[config.mk]
export PLATFORM = sky130hd
export DESIGN_NAME = cs_config_top
export DESIGN_NICKNAME = d
export VERILOG_FILES = /design/src/verilog/cs_chip_pkg.sv /design/src/verilog/cs_cmd_pkg.sv /design/src/verilog/cs_cmd2reg.sv /design/src/verilog/cs_cmd_port.sv /design/src/verilog/cs_config_top.sv /design/src/verilog/cs_reg_sequencer.sv /design/src/verilog/cs_spi_write.sv
export SDC_FILE = /design/constraint.sdc
export NUM_CORES = 1
export LEC_CHECK = 0
export ABC_AREA = 0
export BUFFER_PORTS_ARGS = -buffer_cell sky130_fd_sc_hd__buf_2
export CAP_MARGIN = 25
export CORE_MARGIN = 5
export CORE_UTILIZATION = 63
export CTS_CLUSTER_SIZE = 12
export DETAILED_ROUTE_END_ITERATION = 8
export HOLD_SLACK_MARGIN = 0.12
export PLACE_DENSITY = 0.88
export SLEW_MARGIN = 20
export SYNTH_ARGS = -nofsm -noshare
export SYNTH_HDL_FRONTEND = slang
export SYNTH_SLANG_ARGS = --single-unit
[constraint.sdc]
create_clock -name clk -period 3.9 [get_ports clk]
set_input_delay 0.195 -clock clk [delete_from_list [all_inputs] [get_ports clk]]
set_output_delay 0.195 -clock clk [all_outputs]
set_load 0.02 [all_outputs]
[src/verilog/cs_chip_pkg.sv]
package cs_chip_pkg;

  typedef logic [5:0]  reg_addr_t;   // Chip register address
  typedef logic [7:0]  reg_data_t;   // Chip register value
  typedef logic [15:0] spi_frame_t;  // {opcode[1:0], addr[5:0], data[7:0]}

  localparam int reg_count  = 15;  // Registers 0 to 14 per command
  localparam int frame_bits = 16;  // Bits per serial frame
  localparam int spi_gap_cycles = 2;  // Chip select high time between frames

  typedef logic [$clog2(frame_bits)-1:0] bit_cnt_t;  // Bit and gap counter

  localparam logic [1:0] spi_wr_opcode = 2'b10;  // Write opcode
  localparam reg_data_t  reg0_value    = 8'hDE;  // Fixed register 0 setting
  localparam reg_data_t  regap_value   = 8'hFF;  // All amplifiers powered

  // ADC option tables, one byte per option, option 0 in the low byte
  // Only the low 6 bits of each entry are used
  localparam logic [71:0] adc_table_1 = 72'h02_03_03_04_08_08_08_10_20;  // ADC bias
  localparam logic [71:0] adc_table_2 = 72'h04_07_10_12_1A_20_28_28_28;  // MUX bias

  // Upper bandwidth tables, indexed by filt[7:4], low 7 bits used
  localparam logic [127:0] bw_table_8 =
    128'h0B_11_16_21_03_0D_1B_01_2E_29_1E_06_2A_18_2C_26;
  localparam logic [127:0] bw_table_9 =
    128'h00_00_00_00_01_01_01_02_02_03_05_09_0A_0D_11_1A;
  localparam logic [127:0] bw_table_10 =
    128'h08_10_17_25_0D_19_2C_17_1E_24_2B_02_05_07_08_05;
  localparam logic [127:0] bw_table_11 =
    128'h00_00_00_00_01_01_01_02_03_04_06_0B_0D_10_15_1F;

  // Lower bandwidth tables, indexed by filt[3:0]
  localparam logic [127:0] bw_table_12 =
    128'h0D_0F_12_19_22_36_3E_05_12_28_14_2A_08_2C_23_38;
  localparam logic [127:0] bw_table_13 =
    128'h00_00_00_00_00_00_00_01_01_01_02_02_03_06_11_36;

  typedef enum logic [1:0] {
    seq_idle,  // Waiting for start
    seq_send,  // Offering frames for addresses 0 to 14
    seq_done   // One cycle, done pulse
  } seq_state_t;

  typedef enum logic [1:0] {
    spi_idle,   // Ready for a frame
    spi_shift,  // Clocking out the 16 bits
    spi_gap     // Chip select high before next frame
  } spi_state_t;

endpackage

[src/verilog/cs_cmd_pkg.sv]
package cs_cmd_pkg;

  // Host command layout, seven bytes per command
  //   filt  [7:4] upper bandwidth code   [3:0] lower bandwidth code
  //   mix0  [7:4] ADC option             [3:1] DOUT bits per amplifier pair
  //   mix1  [7:4] device id              [3:2] DIN bits   [1] group
  //   reg4 to reg7 go to the chip unchanged

  typedef logic [7:0] cmd_byte_t;  // One host command byte

  typedef logic [3:0] bw_code_t;   // Upper or lower bandwidth code

  typedef logic [3:0] adc_opt_t;   // ADC sample-rate option

  typedef logic [3:0] dev_id_t;    // Device id out of mix1

  // Last option with a table entry (700 kS/s)
  localparam adc_opt_t adc_opt_max = 4'd8;

endpackage

[src/verilog/cs_cmd2reg.sv]
module cs_cmd2reg import cs_cmd_pkg::*, cs_chip_pkg::*; (
  input  cmd_byte_t filt_q,   // [7:4] upper bw  [3:0] lower bw
  input  cmd_byte_t mix0_q,   // [7:4] ADC option  [3:1] DOUT
  input  cmd_byte_t mix1_q,   // [7:4] id  [3:2] DIN  [1] group
  input  cmd_byte_t reg4_q,
  input  cmd_byte_t reg5_q,
  input  cmd_byte_t reg6_q,
  input  cmd_byte_t reg7_q,
  output reg_data_t reg00,
  output reg_data_t reg01,
  output reg_data_t reg02,
  output reg_data_t reg03,
  output reg_data_t reg04,
  output reg_data_t reg05,
  output reg_data_t reg06,
  output reg_data_t reg07,
  output reg_data_t reg08,
  output reg_data_t reg09,
  output reg_data_t reg10,
  output reg_data_t reg11,
  output reg_data_t reg12,
  output reg_data_t reg13,
  output reg_data_t regap,    // Per-amplifier power
  output dev_id_t   devid,
  output logic      dev_grp
);

  bw_code_t up_bw;    // Upper bandwidth code
  bw_code_t lo_bw;    // Lower bandwidth code
  adc_opt_t adc_raw;  // Option as sent by host
  adc_opt_t adc_opt;  // Option after clamp

  assign up_bw   = filt_q[7:4];
  assign lo_bw   = filt_q[3:0];
  assign adc_raw = mix0_q[7:4];

  // Options 9 to 15 fall back to the fastest defined rate
  assign adc_opt = (adc_raw > adc_opt_max) ? adc_opt_max : adc_raw;

  assign reg00 = reg0_value;
  assign reg01 = {2'b00, adc_table_1[{adc_opt, 3'b000} +: 6]};  // Byte select, 6 bits used
  assign reg02 = {2'b00, adc_table_2[{adc_opt, 3'b000} +: 6]};
  assign reg03 = {6'b000000, mix1_q[3:2]};  // DIN

  // Raw bytes straight through
  assign reg04 = reg4_q;
  assign reg05 = reg5_q;
  assign reg06 = reg6_q;
  assign reg07 = reg7_q;

  // Bandwidth DACs, top bit is the DOUT enable of that pair
  assign reg08 = {mix0_q[3], bw_table_8[{up_bw, 3'b000} +: 7]};
  assign reg09 = {mix0_q[3], bw_table_9[{up_bw, 3'b000} +: 7]};
  assign reg10 = {mix0_q[2], bw_table_10[{up_bw, 3'b000} +: 7]};
  assign reg11 = {mix0_q[2], bw_table_11[{up_bw, 3'b000} +: 7]};
  assign reg12 = {mix0_q[1], bw_table_12[{lo_bw, 3'b000} +: 7]};  // Lower bw pair
  assign reg13 = {mix0_q[1], bw_table_13[{lo_bw, 3'b000} +: 7]};

  assign regap   = regap_value;
  assign devid   = mix1_q[7:4];
  assign dev_grp = mix1_q[1];

endmodule

[src/verilog/cs_cmd_port.sv]
module cs_cmd_port import cs_cmd_pkg::*; (
  input  logic      clk,
  input  logic      reset,
  input  cmd_byte_t cmd_filt,
  input  cmd_byte_t cmd_mix0,
  input  cmd_byte_t cmd_mix1,
  input  cmd_byte_t cmd_reg4,
  input  cmd_byte_t cmd_reg5,
  input  cmd_byte_t cmd_reg6,
  input  cmd_byte_t cmd_reg7,
  input  logic      cmd_req,
  output logic      cmd_ack,
  input  logic      done,     // Sequencer finished all registers
  output logic      start,    // Kick the sequencer
  output cmd_byte_t filt_q,
  output cmd_byte_t mix0_q,
  output cmd_byte_t mix1_q,
  output cmd_byte_t reg4_q,
  output cmd_byte_t reg5_q,
  output cmd_byte_t reg6_q,
  output cmd_byte_t reg7_q
);

  typedef enum logic [1:0] {
    port_idle,   // Waiting for cmd_req
    port_busy,   // Chip being written
    port_acked   // Ack held until host drops req
  } port_state_t;

  port_state_t state_q;
  logic        take_cmd;  // Accept this cycle

  assign take_cmd = (state_q == port_idle) && cmd_req;

  always_ff @(posedge clk) begin
    if (reset) begin
      state_q <= port_idle;
      cmd_ack <= 1'b0;
      start   <= 1'b0;
    end else begin
      start <= 1'b0;  // Pulse only
      case (state_q)
        port_idle: begin
          if (take_cmd) begin
            start   <= 1'b1;
            state_q <= port_busy;
          end
        end
        port_busy: begin
          if (done) begin
            cmd_ack <= 1'b1;  // Up the cycle after done
            state_q <= port_acked;
          end
        end
        port_acked: begin
          if (!cmd_req) begin
            cmd_ack <= 1'b0;
            state_q <= port_idle;
          end
        end
        default: state_q <= port_idle;
      endcase
    end
  end

  // Command bytes held for the whole write sequence
  always_ff @(posedge clk) begin
    if (reset) begin
      filt_q <= '0;
      mix0_q <= '0;
      mix1_q <= '0;  // devid and group read zero
      reg4_q <= '0;
      reg5_q <= '0;
      reg6_q <= '0;
      reg7_q <= '0;
    end else if (take_cmd) begin
      filt_q <= cmd_filt;
      mix0_q <= cmd_mix0;
      mix1_q <= cmd_mix1;
      reg4_q <= cmd_reg4;
      reg5_q <= cmd_reg5;
      reg6_q <= cmd_reg6;
      reg7_q <= cmd_reg7;
    end
  end

endmodule

[src/verilog/cs_config_top.sv]
module cs_config_top import cs_cmd_pkg::*, cs_chip_pkg::*; (
  input  logic      clk,
  input  logic      reset,
  input  cmd_byte_t cmd_filt,
  input  cmd_byte_t cmd_mix0,
  input  cmd_byte_t cmd_mix1,
  input  cmd_byte_t cmd_reg4,
  input  cmd_byte_t cmd_reg5,
  input  cmd_byte_t cmd_reg6,
  input  cmd_byte_t cmd_reg7,
  input  logic      cmd_req,
  output logic      cmd_ack,
  output logic      spi_cs_n,
  output logic      spi_sclk,
  output logic      spi_mosi,
  output dev_id_t   devid,
  output logic      dev_grp
);

  logic       start;
  logic       done;
  cmd_byte_t  filt_q, mix0_q, mix1_q;  // Latched command
  cmd_byte_t  reg4_q, reg5_q, reg6_q, reg7_q;
  reg_data_t  reg00, reg01, reg02, reg03, reg04, reg05, reg06, reg07;
  reg_data_t  reg08, reg09, reg10, reg11, reg12, reg13, regap;
  spi_frame_t frame;
  logic       frame_valid;
  logic       frame_ready;

  cs_cmd_port u_port (
    .clk, .reset,
    .cmd_filt, .cmd_mix0, .cmd_mix1,
    .cmd_reg4, .cmd_reg5, .cmd_reg6, .cmd_reg7,
    .cmd_req, .cmd_ack, .done, .start,
    .filt_q, .mix0_q, .mix1_q, .reg4_q, .reg5_q, .reg6_q, .reg7_q
  );

  cs_cmd2reg u_cmd2reg (  // Chip image from the latched bytes
    .filt_q, .mix0_q, .mix1_q, .reg4_q, .reg5_q, .reg6_q, .reg7_q,
    .reg00, .reg01, .reg02, .reg03, .reg04, .reg05, .reg06, .reg07,
    .reg08, .reg09, .reg10, .reg11, .reg12, .reg13, .regap,
    .devid, .dev_grp
  );

  cs_reg_sequencer u_seq (
    .clk, .reset, .start, .done,
    .reg00, .reg01, .reg02, .reg03, .reg04, .reg05, .reg06, .reg07,
    .reg08, .reg09, .reg10, .reg11, .reg12, .reg13, .regap,
    .frame, .frame_valid, .frame_ready
  );

  cs_spi_write u_spi (  // Serial link to the chip
    .clk, .reset,
    .frame, .frame_valid, .frame_ready,
    .spi_cs_n, .spi_sclk, .spi_mosi
  );

endmodule

[src/verilog/cs_reg_sequencer.sv]
module cs_reg_sequencer import cs_chip_pkg::*; (
  input  logic       clk,
  input  logic       reset,
  input  logic       start,
  output logic       done,
  input  reg_data_t  reg00,
  input  reg_data_t  reg01,
  input  reg_data_t  reg02,
  input  reg_data_t  reg03,
  input  reg_data_t  reg04,
  input  reg_data_t  reg05,
  input  reg_data_t  reg06,
  input  reg_data_t  reg07,
  input  reg_data_t  reg08,
  input  reg_data_t  reg09,
  input  reg_data_t  reg10,
  input  reg_data_t  reg11,
  input  reg_data_t  reg12,
  input  reg_data_t  reg13,
  input  reg_data_t  regap,
  output spi_frame_t frame,
  output logic       frame_valid,
  input  logic       frame_ready
);

  seq_state_t state_q;
  reg_addr_t  addr_q;    // Register being written
  reg_data_t  reg_data;  // Value at addr_q
  logic       xfer;      // Frame accepted by the serial writer
  logic       last;      // Final register

  assign xfer = frame_valid && frame_ready;
  assign last = (addr_q == reg_addr_t'(reg_count - 1));

  always_ff @(posedge clk) begin
    if (reset) begin
      state_q <= seq_idle;
      addr_q  <= '0;
    end else begin
      case (state_q)
        seq_idle: begin
          if (start) begin
            addr_q  <= '0;
            state_q <= seq_send;
          end
        end
        seq_send: begin
          if (xfer) begin
            if (last) state_q <= seq_done;
            else      addr_q  <= addr_q + 1'b1;  // Next register
          end
        end
        seq_done: state_q <= seq_idle;  // Single cycle
        default:  state_q <= seq_idle;
      endcase
    end
  end

  // Register image select
  always_comb begin
    case (addr_q)
      6'd0:    reg_data = reg00;
      6'd1:    reg_data = reg01;
      6'd2:    reg_data = reg02;
      6'd3:    reg_data = reg03;
      6'd4:    reg_data = reg04;
      6'd5:    reg_data = reg05;
      6'd6:    reg_data = reg06;
      6'd7:    reg_data = reg07;
      6'd8:    reg_data = reg08;
      6'd9:    reg_data = reg09;
      6'd10:   reg_data = reg10;
      6'd11:   reg_data = reg11;
      6'd12:   reg_data = reg12;
      6'd13:   reg_data = reg13;
      6'd14:   reg_data = regap;  // Amplifier power
      default: reg_data = '0;
    endcase
  end

  assign frame       = {spi_wr_opcode, addr_q, reg_data};
  assign frame_valid = (state_q == seq_send);
  assign done        = (state_q == seq_done);

endmodule

[src/verilog/cs_spi_write.sv]
module cs_spi_write import cs_chip_pkg::*; (
  input  logic       clk,
  input  logic       reset,
  input  spi_frame_t frame,
  input  logic       frame_valid,
  output logic       frame_ready,
  output logic       spi_cs_n,
  output logic       spi_sclk,
  output logic       spi_mosi
);

  spi_state_t state_q;
  spi_frame_t shift_q;  // MSB is on the line
  bit_cnt_t   cnt_q;    // Bits sent, then gap cycles
  logic       last_bit;
  logic       gap_end;

  assign last_bit = (cnt_q == bit_cnt_t'(frame_bits - 1));
  assign gap_end  = (cnt_q == bit_cnt_t'(spi_gap_cycles - 1));

  always_ff @(posedge clk) begin
    if (reset) begin
      state_q  <= spi_idle;
      shift_q  <= '0;
      cnt_q    <= '0;
      spi_cs_n <= 1'b1;
      spi_sclk <= 1'b0;
    end else begin
      case (state_q)
        spi_idle: begin
          if (frame_valid) begin
            shift_q  <= frame;  // Bit 15 out before first rise
            cnt_q    <= '0;
            spi_cs_n <= 1'b0;
            state_q  <= spi_shift;
          end
        end
        spi_shift: begin
          spi_sclk <= ~spi_sclk;  // Toggle every cycle
          if (spi_sclk) begin
            // Falling edge moves the next bit onto mosi
            shift_q <= {shift_q[frame_bits-2:0], 1'b0};
            if (last_bit) begin
              spi_cs_n <= 1'b1;
              cnt_q    <= '0;
              state_q  <= spi_gap;
            end else begin
              cnt_q <= cnt_q + 1'b1;
            end
          end
        end
        spi_gap: begin
          if (gap_end) state_q <= spi_idle;
          else         cnt_q   <= cnt_q + 1'b1;
        end
        default: state_q <= spi_idle;
      endcase
    end
  end

  assign frame_ready = (state_q == spi_idle);
  assign spi_mosi    = shift_q[frame_bits-1];

endmodule
# Yosys cells after proc, flatten, opt, wreduce, memory -nomap -nowiden
# Cells that the tools add are included.
# W data, S select, Z words.
[word_totals]
regBits = 92
word_cells = 118
[classes]
addsub = 2
order_cmp = 1
n_eq_ne = 34
shift = 8
mux = 35
n_bitwise = 2
reduce_logical = 19
[ops]
columns = ["operator", "n"]
rows = [
  ["$shiftx A128 B8 Y7 const A", 6],
  ["$shiftx A72 B8 Y6 const A", 2],
  ["$pmux W8 S15", 1],
  ["$eq A6 B4 Y1 const B", 7],
  ["$mux W16", 2],
  ["$pmux W16 S2", 1],
  ["$eq A6 B3 Y1 const B", 4],
  ["$mux W2", 10],
  ["$mux W4", 5],
  ["$mux W6", 3],
  ["$reduce_and A4 Y1", 4],
  ["$ne A2 B2 Y1 const B", 7],
  ["$eq A6 B2 Y1 const B", 2],
  ["$pmux W2 S3", 2],
  ["$pmux W4 S3", 1],
  ["$pmux W6 S2", 1],
  ["$reduce_and A3 Y1", 4],
  ["$ne A2 B1 Y1 const B", 5],
  ["$add A6 B1 Y6 const B", 1],
  ["$eq A2 B1 Y1 const B", 3],
  ["$eq A2 B2 Y1 const B", 3],
  ["$eq A6 B1 Y1 const B", 1],
  ["$logic_not A2 Y1", 3],
  ["$logic_not A6 Y1", 1],
  ["other kinds (12)", 22],
]

# Logic depth before layout (Yosys ltp)
# Gate-level depths: netlist of run 1.
[depth]
word_depth = 6
depth_mapped = 11
ltp_nobuf = 10

# Cells and area by module
# From an unflattened synthesis of run 1, not the netlist that was laid out.
[unflattened]
cells_unflattened = 805
hier_area_um2 = 6920.4
[modules_own_cells]
columns = ["module", "n_inst", "cells_each", "area_per_inst_um2", "seq_area_each_um2"]
rows = [
  ["cs_cmd_port", 1, 257, 2686.3, 1201.2],
  ["cs_cmd2reg", 1, 231, 1536.5, 0.0],
  ["cs_reg_sequencer", 1, 185, 1462.7, 160.2],
  ["cs_spi_write", 1, 132, 1234.9, 480.5],
]

# Least setup slack after synthesis of run 1
# Ideal clock, no wire load.
[synth_path]
path_type = "reg-to-reg"
start = "reg u_seq.addr_q[1]"
end = "reg u_spi.shift_q[2]"
arrival_ns = 2.149
path_slack_ns = 1.617
stages_incl_launch_ff = 12
n_path_buf = 1
synth_period_minus_slack_ns = 2.283
cell_sequence = "dfxtp_1 > inv_1 > ha_1 > buf_2 > nand3_1 > inv_1 > ha_1 > mux2i_1 > o221ai_1 > o211a_1 > o311ai_0 > o31ai_1"
[synth_via]
elab_chain_len = 4
[synth_lines]
columns = ["item", "line_no", "text"]
rows = [
  ["start, declared", "cs_reg_sequencer.sv:27", "reg_addr_t addr_q;"],
  ["start signal, assigned", "cs_reg_sequencer.sv:50", "else addr_q <= addr_q + 1'b1;"],
  ["$eq A6 B4 Y1, or another cell as far along", "cs_reg_sequencer.sv:61", "case (addr_q)"],
  ["$pmux W8 S15 (*)", "cs_reg_sequencer.sv:61", ""],
  ["$mux W16 (*)", "cs_spi_write.sv:31", "if (frame_valid) begin"],
  ["$pmux W16 S2 (*)", "cs_spi_write.sv:29", "case (state_q)"],
  ["end signal, assigned", "cs_spi_write.sv:32", "shift_q <= frame;"],
  ["end signal, assigned", "cs_spi_write.sv:42", "shift_q <= {shift_q[frame_bits-2:0], 1'b0};"],
  ["end, declared", "cs_spi_write.sv:13", "spi_frame_t shift_q;"],
]
# Mark *: on every way between the ends. The rest lies on a longest branch, timed or not. The select of a mux whose other input is x is not followed.
# A chain may end at the register's enable or synchronous reset.

# Worst setup path in the final report of run 1
[layout_path]
start = "reg u_seq.addr_q[3]"
end = "reg u_spi.shift_q[5]"
# Same word-level chain as after synthesis.

==> results list, run 1 <==
- Die Ht: about 100 um
* Final setup viols: 0
- RSZ-0062 raised after global routing: no
- Critical path startpoint category: flop
- Area after DPL: ~0.0056 mm2
- Across the routed clock network, the largest skew measured is 0.0110 ns.
- Post-detailed-route DRC marker count: 0
- Number of buffers inserted for hold repair after clock tree synthesis: 54
* Number of search-and-repair iterations in the first detailed-routing pass: 6
* Power density cells: 415 mW/mm2
- Total of fill cells in the finished design: 520
* Worst hold slack: 0.111 ns
- Post-synth design cell area: roughly 0.0053 mm2
- Kind of critical path: reg -> reg
- Yosys warnings: 0
- For this run, the register share of the synthesized area comes to between 30% and 40%.
- Buffers on Ports: 65
- The clock reaches the later pin of the worst-skew pair after 0.37 ns.
* Most used cell along the critical path: o21ai_0
- The die covers 0.0104 mm2.
- Tightest Pin Transition: 0.973 ns
- The slowest stage of the critical path is the dfxtp_1 cell.
- In this run, the number of DRC markers left after iteration 0 of detailed routing was 699.
- Top flip-flop cell by instance count after synthesis: dfxtp_1
* WL per Instance: roughly 20 um
* Initial antenna violation count: 0
- Overall routed net length: ~18000 um
- Counting distinct cell types in the post-synthesis netlist gives 71.
- The clock tree synthesis step divided the H-tree into 3 levels.
- Entering global routing, the biggest net connects 56 pins.
* GRT Total Usage: 34.3%
- Final nets: roughly 860
- For the final routed database, the setup TNS stands at 0 ns.
- The synthesized design spends more area on one cell type than any other, namely dfxtp_1.
* Synth Net Count: a little under 800
* Core Region: 0.00822 mm2
- The routed design could run at a clock period as short as 2.97 ns.
- During I/O placement, the number of pins put on the boundary was 68.
- The worst setup path is captured at a flop.
- In this run, post-CTS repair resized a total of 0 instances.
* Max-slew violation total from the final report: 0
- Storage element area: between 0.0015 and 0.002 mm2
* Overflow left after global routing: 0
- GPL Wtd Cong: 0.966
- Reported leakage power: around 2.3 nW
- In the final layout, the multi-input gates occupy between 0.003 and 0.004 mm2.
- For this configuration, the core starts out at a cell density of between 60% and 70%.
* Critical Path Fanout Max: 18
- The tree built by TritonCTS fans out to 90 sinks.
* Max Clk Rate: between 300 and 400 MHz
- CTS tree: built
- The via count of the first global-routing pass is 5600.
- Number of enable-type register cells in the synthesized netlist: 0
- Number of buffers added for setup after CTS: 0
* Data arrival time of the critical path: 3.19 ns
- Number of standard-cell rows in the floorplan: 33
* Outcome: completed
* Number of buffers inserted during clock tree synthesis: 9
- Wire length of the first global-routing pass: 28000 um
- After routing the design area is 0.00637 mm2.
- Counting along the longest clock path gives a buffer depth of 2.
- In this run, synthesis produced a sequential element count of 90.
- Clock slew at the register clock pins of the worst setup and hold paths: 0.09 ns
- Buffering stage count on the worst path with inverters included: 1
- Post-detailed-route count of antenna-violating nets: 0
- Root buffer cell: clkbuf_8
* Cell Chain, Critical Path: or4b_1, nor2_1, inv_1, ha_1, o21ai_0, a31oi_1, o21ai_0, a41oi_1
* Number of max-cap violations: 0
- After synthesis, the largest area contributor takes up 34.0% of total cell area.
- At the worst endpoint, the required time is 4.13 ns.
* Family with the most delay on the worst path: simple AND/OR/NAND/NOR gates
* Async SR Flop Fraction: 0%
- Synthesis-to-layout area growth: 20.0%
- Tightest Hold Check Type: in -> reg
- Die W: 102 um
* Synth Instances: ~700
- Cells with a size suffix above 1 make up between 10% and 20% of the layout.
* Final period util: 76.0%
* Detailed placer's ending HPWL: 10100 um
- Largest cells by area after synthesis: dfxtp_1 (34%), nand2_1 (9.3%), a21oi_1 (7.5%)
- In this run the mean area of a mapped cell was 7.56 um2.
- Using the TritonRoute via totals, the vias-per-cell ratio works out to 6.67.
- The number of hold-slack violations in the final timing report came to 0.
* Fraction of the core area covered by cells at the end of the flow: between 70 and 80%
- # diodes: 0
* Max-slew headroom: 35.1%
- Peak ir drop on the vdd network: 0.207 mV
- Total number of vias: 5954
* Delay of the slowest cell on the worst path: roughly 0.79 ns
-- routing by layer --
layer  track usage, %  vias up  share of wire [%]
met2             56.8      426                 47
met1             42.4     2719                 39
met4             17.4        0                5.3
met3             6.47      100                9.5
met5                0        -                  0
li1                 -     2709                  -
-- metrics by stage --
| step | setup WS [ns] | instances | total power, W |
|---|---|---|---|
| 6_report | 0.935 | 892 | 0.00264 |
| 5_1_grt | 0.779 | 892 | 0.00276 |
| 4_1_cts | 1.03 | 891 | 0.00260 |
| 3_5_place_dp | 1.07 | 821 | 0.00186 |
| 3_3_place_gp | 1.11 | 821 | 0.00183 |
| 2_1_floorplan | 1.62 | 702 | 0.00167 |
-- synth_stat cells (7+ instances only) --
| cell type | count |
|---|---|
| a311oi_1 | 7 |
| a211oi_1 | 19 |
| nand2b_1 | 9 |
| a22oi_1 | 8 |
| o31ai_1 | 7 |
| buf_1 | 7 |
| nand2_1 | 132 |
| inv_1 | 21 |
| ha_1 | 16 |
| o21ai_0 | 36 |
| mux2i_1 | 16 |
| clkbuf_1 | 43 |
| nand3_1 | 11 |
| dfxtp_1 | 90 |
| nor2_1 | 40 |
| a21oi_1 | 80 |
| nor2b_1 | 9 |
| nor3_1 | 14 |
| o211ai_1 | 10 |
-- final timing paths --
| path | depth (start not counted) | to | slack [ns] | startpoint |
|---|---|---|---|---|
| min | 3 | u_port.mix1_q[3]$_SDFFE_PP0P_ | 0.11 | cmd_mix1[3] |
| max reg2reg | 8 | u_spi.shift_q[5]$_SDFFE_PP0P_ | 0.93 | u_seq.addr_q[3]$_SDFFE_PP0P_ |
| max | 8 | u_spi.shift_q[5]$_SDFFE_PP0P_ | 0.93 | u_seq.addr_q[3]$_SDFFE_PP0P_ |
| min reg2reg | 2 | u_spi.spi_cs_n$_SDFFE_PP1P_ | 0.44 | u_spi.spi_cs_n$_SDFFE_PP1P_ |
-- layout by cell type, fill, tap and decap left out, types with 11 or more instances in the layout --
cell type / count
inv_1: 21
a21oi_1: 80
a211oi_1: 19
nor2_1: 40
ha_1: 16
nand3_1: 11
buf_2: 65
o21ai_0: 36
mux2i_1: 16
dlygate4sd3_1: 54
nand2_1: 132
clkbuf_8: 12
nor3_1: 14
dfxtp_1: 90
-- sequential cells by signal, summed over array words and instances, names as in the netlist --
name / cells
u_port.reg4_q: 8
u_spi.cnt_q: 4
u_spi.state_q: 2
u_seq.state_q: 2
u_port.mix0_q: 7
u_spi.shift_q: 16
u_spi.spi_sclk: 1
u_port.cmd_ack: 1
u_spi.spi_cs_n: 1
u_port.start: 1
u_port.reg6_q: 8
u_port.filt_q: 8
u_port.mix1_q: 7
u_port.reg5_q: 8
u_port.reg7_q: 8
u_port.state_q: 2
u_seq.addr_q: 6
-- cell type report --
cell class | instances | share of cell area (%)
multi-input combinational | 530 | 49.9
sequential | 90 | 28.3
timing repair buffer | 129 | 15.0
clock buffer | 12 | 2.59
tap | 105 | 2.06
inverter | 22 | 1.30
clock inverter | 4 | 0.884
-- power breakdown --
| part | internal (W) | switching, W | leakage (nW) | total (W) |
|---|---|---|---|---|
| Combinational | 0.000323 | 0.000485 | 1.49 | 0.000808 |
| Sequential | 0.00103 | 0.0000951 | 0.737 | 0.00112 |
| Clock | 0.000354 | 0.000358 | 0.113 | 0.000712 |
-- worst register-to-register path, cell delays in order, from the launching register on --
cell	delay, ns
dfxtp_1	0.79
or4b_1	0.78
nor2_1	0.31
inv_1	0.07
ha_1	0.21
o21ai_0	0.16
a31oi_1	0.07
o21ai_0	0.30
a41oi_1	0.15
-- cell families (layout without fill, tap and decap cells) --
group	after synthesis	count (layout)	share of synthesized area, %
fa+ha+maj	16	16	3.77
xor+xnor	4	4	0.660
buf+inv	82	167	6.22
simple gates	260	260	23.3
mux	18	18	3.44
flops	90	90	34.0
compound gates	232	232	28.6
Note: power is estimated with default switching activity, not from simulation.
==> inputs of run 2 (changes only) <==
--- a/config.mk
+++ b/config.mk
@@ -9,11 +9,11 @@
 export BUFFER_PORTS_ARGS = -buffer_cell sky130_fd_sc_hd__buf_2
 export CAP_MARGIN = 25
 export CORE_MARGIN = 5
-export CORE_UTILIZATION = 63
+export CORE_UTILIZATION = 58
 export CTS_CLUSTER_SIZE = 12
 export DETAILED_ROUTE_END_ITERATION = 8
 export HOLD_SLACK_MARGIN = 0.12
-export PLACE_DENSITY = 0.88
+export PLACE_DENSITY = 0.82
 export SLEW_MARGIN = 20
 export SYNTH_ARGS = -nofsm -noshare
 export SYNTH_HDL_FRONTEND = slang
==> constraint.sdc (replaced) <==
create_clock -name clk -period 2.93 [get_ports clk]
set_input_delay 0.1465 -clock clk [delete_from_list [all_inputs] [get_ports clk]]
set_output_delay 0.1465 -clock clk [all_outputs]
set_load 0.02 [all_outputs]
==> results list, run 2 (synthesized netlist as in run 1, its figures left out) <==
- Beginning of the worst register-to-register path: u_seq.addr_q[1]$_SDFFE_PP0P_
* Insertion delay to the later sink of the worst-skew pair: 0.37 ns
- The core region is 0.00906 mm2.
* Number of buffers inserted during clock tree synthesis: 9
- In the final layout, the share of cells above drive strength 1 is ~16%.
- CTS tree: built
* Worst Hold End: u_spi.cnt_q[1]$_SDFFE_PP0P_
- Of all nets on the critical path, the largest fanout is 13.
- The tree is rooted in a clkbuf_8.
- Maximum number of pins on one net before global-route repair: 56
- Setup TNS after final layout: 0 ns
- For this design, the sink count on the clock tree is 90.
- Summed over all layers, the routed wires come to approximately 17000 um.
* Detailed placer's ending HPWL: 10900 um
- At the worst endpoint, the required time is approximately 3.2 ns.
- Cell with the largest stage delay on the worst path: ha_1
- The initial antenna violation count came to 0.
- Compared with the post-synthesis result, the final layout area differs by 22.2%.
- The die is 106 um wide.
* Final nets: 876
- Kind of critical path: reg -> reg
- Register-to-register path setup slack: 0.30 ns
- Routability-driven placement finished with a final weighted congestion of approximately 0.92.
- Number of max-cap violations: 0
- Data on the critical path arrives at its endpoint at roughly 2.9 ns.
- H-tree level count: 3
- In this run the most critical hold path is launched from reset.
- Once detail routing completed, the nets flagged for antenna violations numbered 0.
- Overflow left after global routing: 0
- Fin Clk Skew: between 0.02 and 0.025 ns
* Delay of the slowest cell on the worst path: between 0.3 and 0.4 ns
- Post-layout total power: 0.00342 W
* Fraction of the core area covered by cells at the end of the flow: 71.5%
* Max Clk Rate: 380 MHz
* Final period util: 89.8%
- Category of the worst setup path capture point: flop
- Routed length on met3: approximately 1100 um
- For the pin with the worst max-slew slack, the measured transition is 0.803 ns.
- Post-placement worst setup slack: 0.194 ns
- Flip-flop count of the largest register, all copies and words added: 16
- The first global-routing pass estimated approximately 27000 um of wire.
- Total of fill cells in the finished design: 655
* Die area: 0.0112 mm2
* Peak ir drop on the vdd network: between 0.2 and 0.3 mV
- Row generation in the floorplan step produced 35 rows.
- Buffers from clock root to sink, at most: 2
* Via density per instance: 6.33
- Max-slew violation total from the final report: 0
- In the final routed layout, each cell accounts on average for 18.1 um.
- Worst hold slack: 0.339 ns
- Top layer reached by signal wires: met4
- For the worst flop-to-flop path, the logic depth is 9.
* Effective utilization at floorplan: 58.5%
- Count of final hold-check violations: 0
- In this run the static leakage power is between 2 and 2.5 nW.
- In this run the critical register-to-register path is captured at u_spi.shift_q[2]$_SDFFE_PP0P_.
- Initial DRC Count: between 500 and 600
* Post-detailed-route DRC marker count: 0
- The run finished with clean final reports.
* Register containing the most flip-flops in the final layout: u_spi.shift_q
- Max-slew headroom: between 40 and 50%
* Power density cells: 528 mW/mm2
* Post-route worst setup slack: 0.299 ns
- Commonest cells after routing, fill and taps aside: nand2_1 (132), dfxtp_1 (90), a21oi_1 (80), buf_2 (65), dlygate4sd3_1 (55)
* Die Ht: roughly 110 um
- Setup repair after global routing left no endpoint under its margin.
* # diodes: 0
- The worst hold path belongs to the class in -> reg.
* Most common cell after layout, fill and taps aside: nand2_1
- Cell Chain, Critical Path: inv_1, ha_2, nand3_1, ha_1, mux2i_1, o221ai_1, o211a_1, o311ai_0, o31ai_1
- Clock slew at the register clock pins of the worst setup and hold paths: 0.10 ns
- GRT Total Usage: 29.7%
- STA classifies the critical path startpoint as a flop.
- Buffers on Ports: 65
- For this run, the detailed router's first-pass iteration total came to 6.
- In the detailed route, the total length drawn on met2 is roughly 8300 um.
- The via count of the first global-routing pass is roughly 5600.
- Final setup viols: 0
* Routed metal-1 wire length: roughly 6700 um
* Worst hold path depth: 2
- Total I/O pin count: 68
- The worst path needs 2.63 ns of the cycle, external delays included.
- Total number of vias: 5802
## run 2: cell types whose count changed in the layout (fill, tap and decap cells not counted), sizes merged
cell,delta
buf,+18
clkbuf,-3
bufinv,-1
clkinvlp,+1
inv,+4
clkinv,-1
dlygate4sd3,+1
## run 2: stage by stage
step	cell area, um2	cells
2_1_floorplan	5310	702
3_3_place_gp	5740	846
3_5_place_dp	5740	846
4_1_cts	6480	917
5_1_grt	6480	917
6_report	6480	917
## run 2: what timing repair did
item                                   in CTS  in global routing
setup endpoints to repair                   0                  1
resized for setup                           0                  1
endpoints found under the hold margin      56                  0
hold buffers                               55                  0
setup buffers                               0                  0
## run 2: routing by layer
| metal | up-vias | track usage, % |
|---|---|---|
| met5 | - | 0 |
| met1 | 2735 | 37.0 |
| met3 | 45 | 4.84 |
| met2 | 283 | 51.5 |
| li1 | 2739 | - |
| met4 | 0 | 10.8 |
## run 2: worst max path at each step
stage | start | endpoint | cells after the start
floorplan | u_seq.addr_q[1]$_SDFFE_PP0P_ | u_spi.shift_q[2]$_SDFFE_PP0P_ | 11
global route | u_seq.addr_q[1]$_SDFFE_PP0P_ | u_spi.shift_q[2]$_SDFFE_PP0P_ | 9
finish | u_seq.addr_q[1]$_SDFFE_PP0P_ | u_spi.shift_q[2]$_SDFFE_PP0P_ | 9
detailed placement | u_seq.addr_q[1]$_SDFFE_PP0P_ | u_spi.shift_q[2]$_SDFFE_PP0P_ | 9
CTS | u_seq.addr_q[1]$_SDFFE_PP0P_ | u_spi.shift_q[2]$_SDFFE_PP0P_ | 9
global placement | u_seq.addr_q[1]$_SDFFE_PP0P_ | u_spi.shift_q[2]$_SDFFE_PP0P_ | 9
## run 2: layout make-up
class | count | area [um2] | area share, %
clock buffer | 9 | 124 | 1.91
multi-input combinational | 530 | 3180 | 49.1
sequential | 90 | 1800 | 27.8
inverter | 22 | 82.6 | 1.27
clock inverter | 7 | 67.6 | 1.04
tap | 111 | 139 | 2.14
timing repair buffer | 148 | 1090 | 16.7
## run 2: critical path: cells and delay by family, from the launching register on
kind,cells,cell delay (ns)
compound gates,4,0.80
fa+ha+maj,2,0.74
buf+inv,1,0.11
flops,1,0.38
mux,1,0.16
simple gates,1,0.32
## run 2: power by group
group | total [W] | switching [W] | internal, W
Clock | 0.000841 | 0.000507 | 0.000334
Combinational | 0.00109 | 0.000632 | 0.000458
Sequential | 0.00149 | 0.000124 | 0.00137
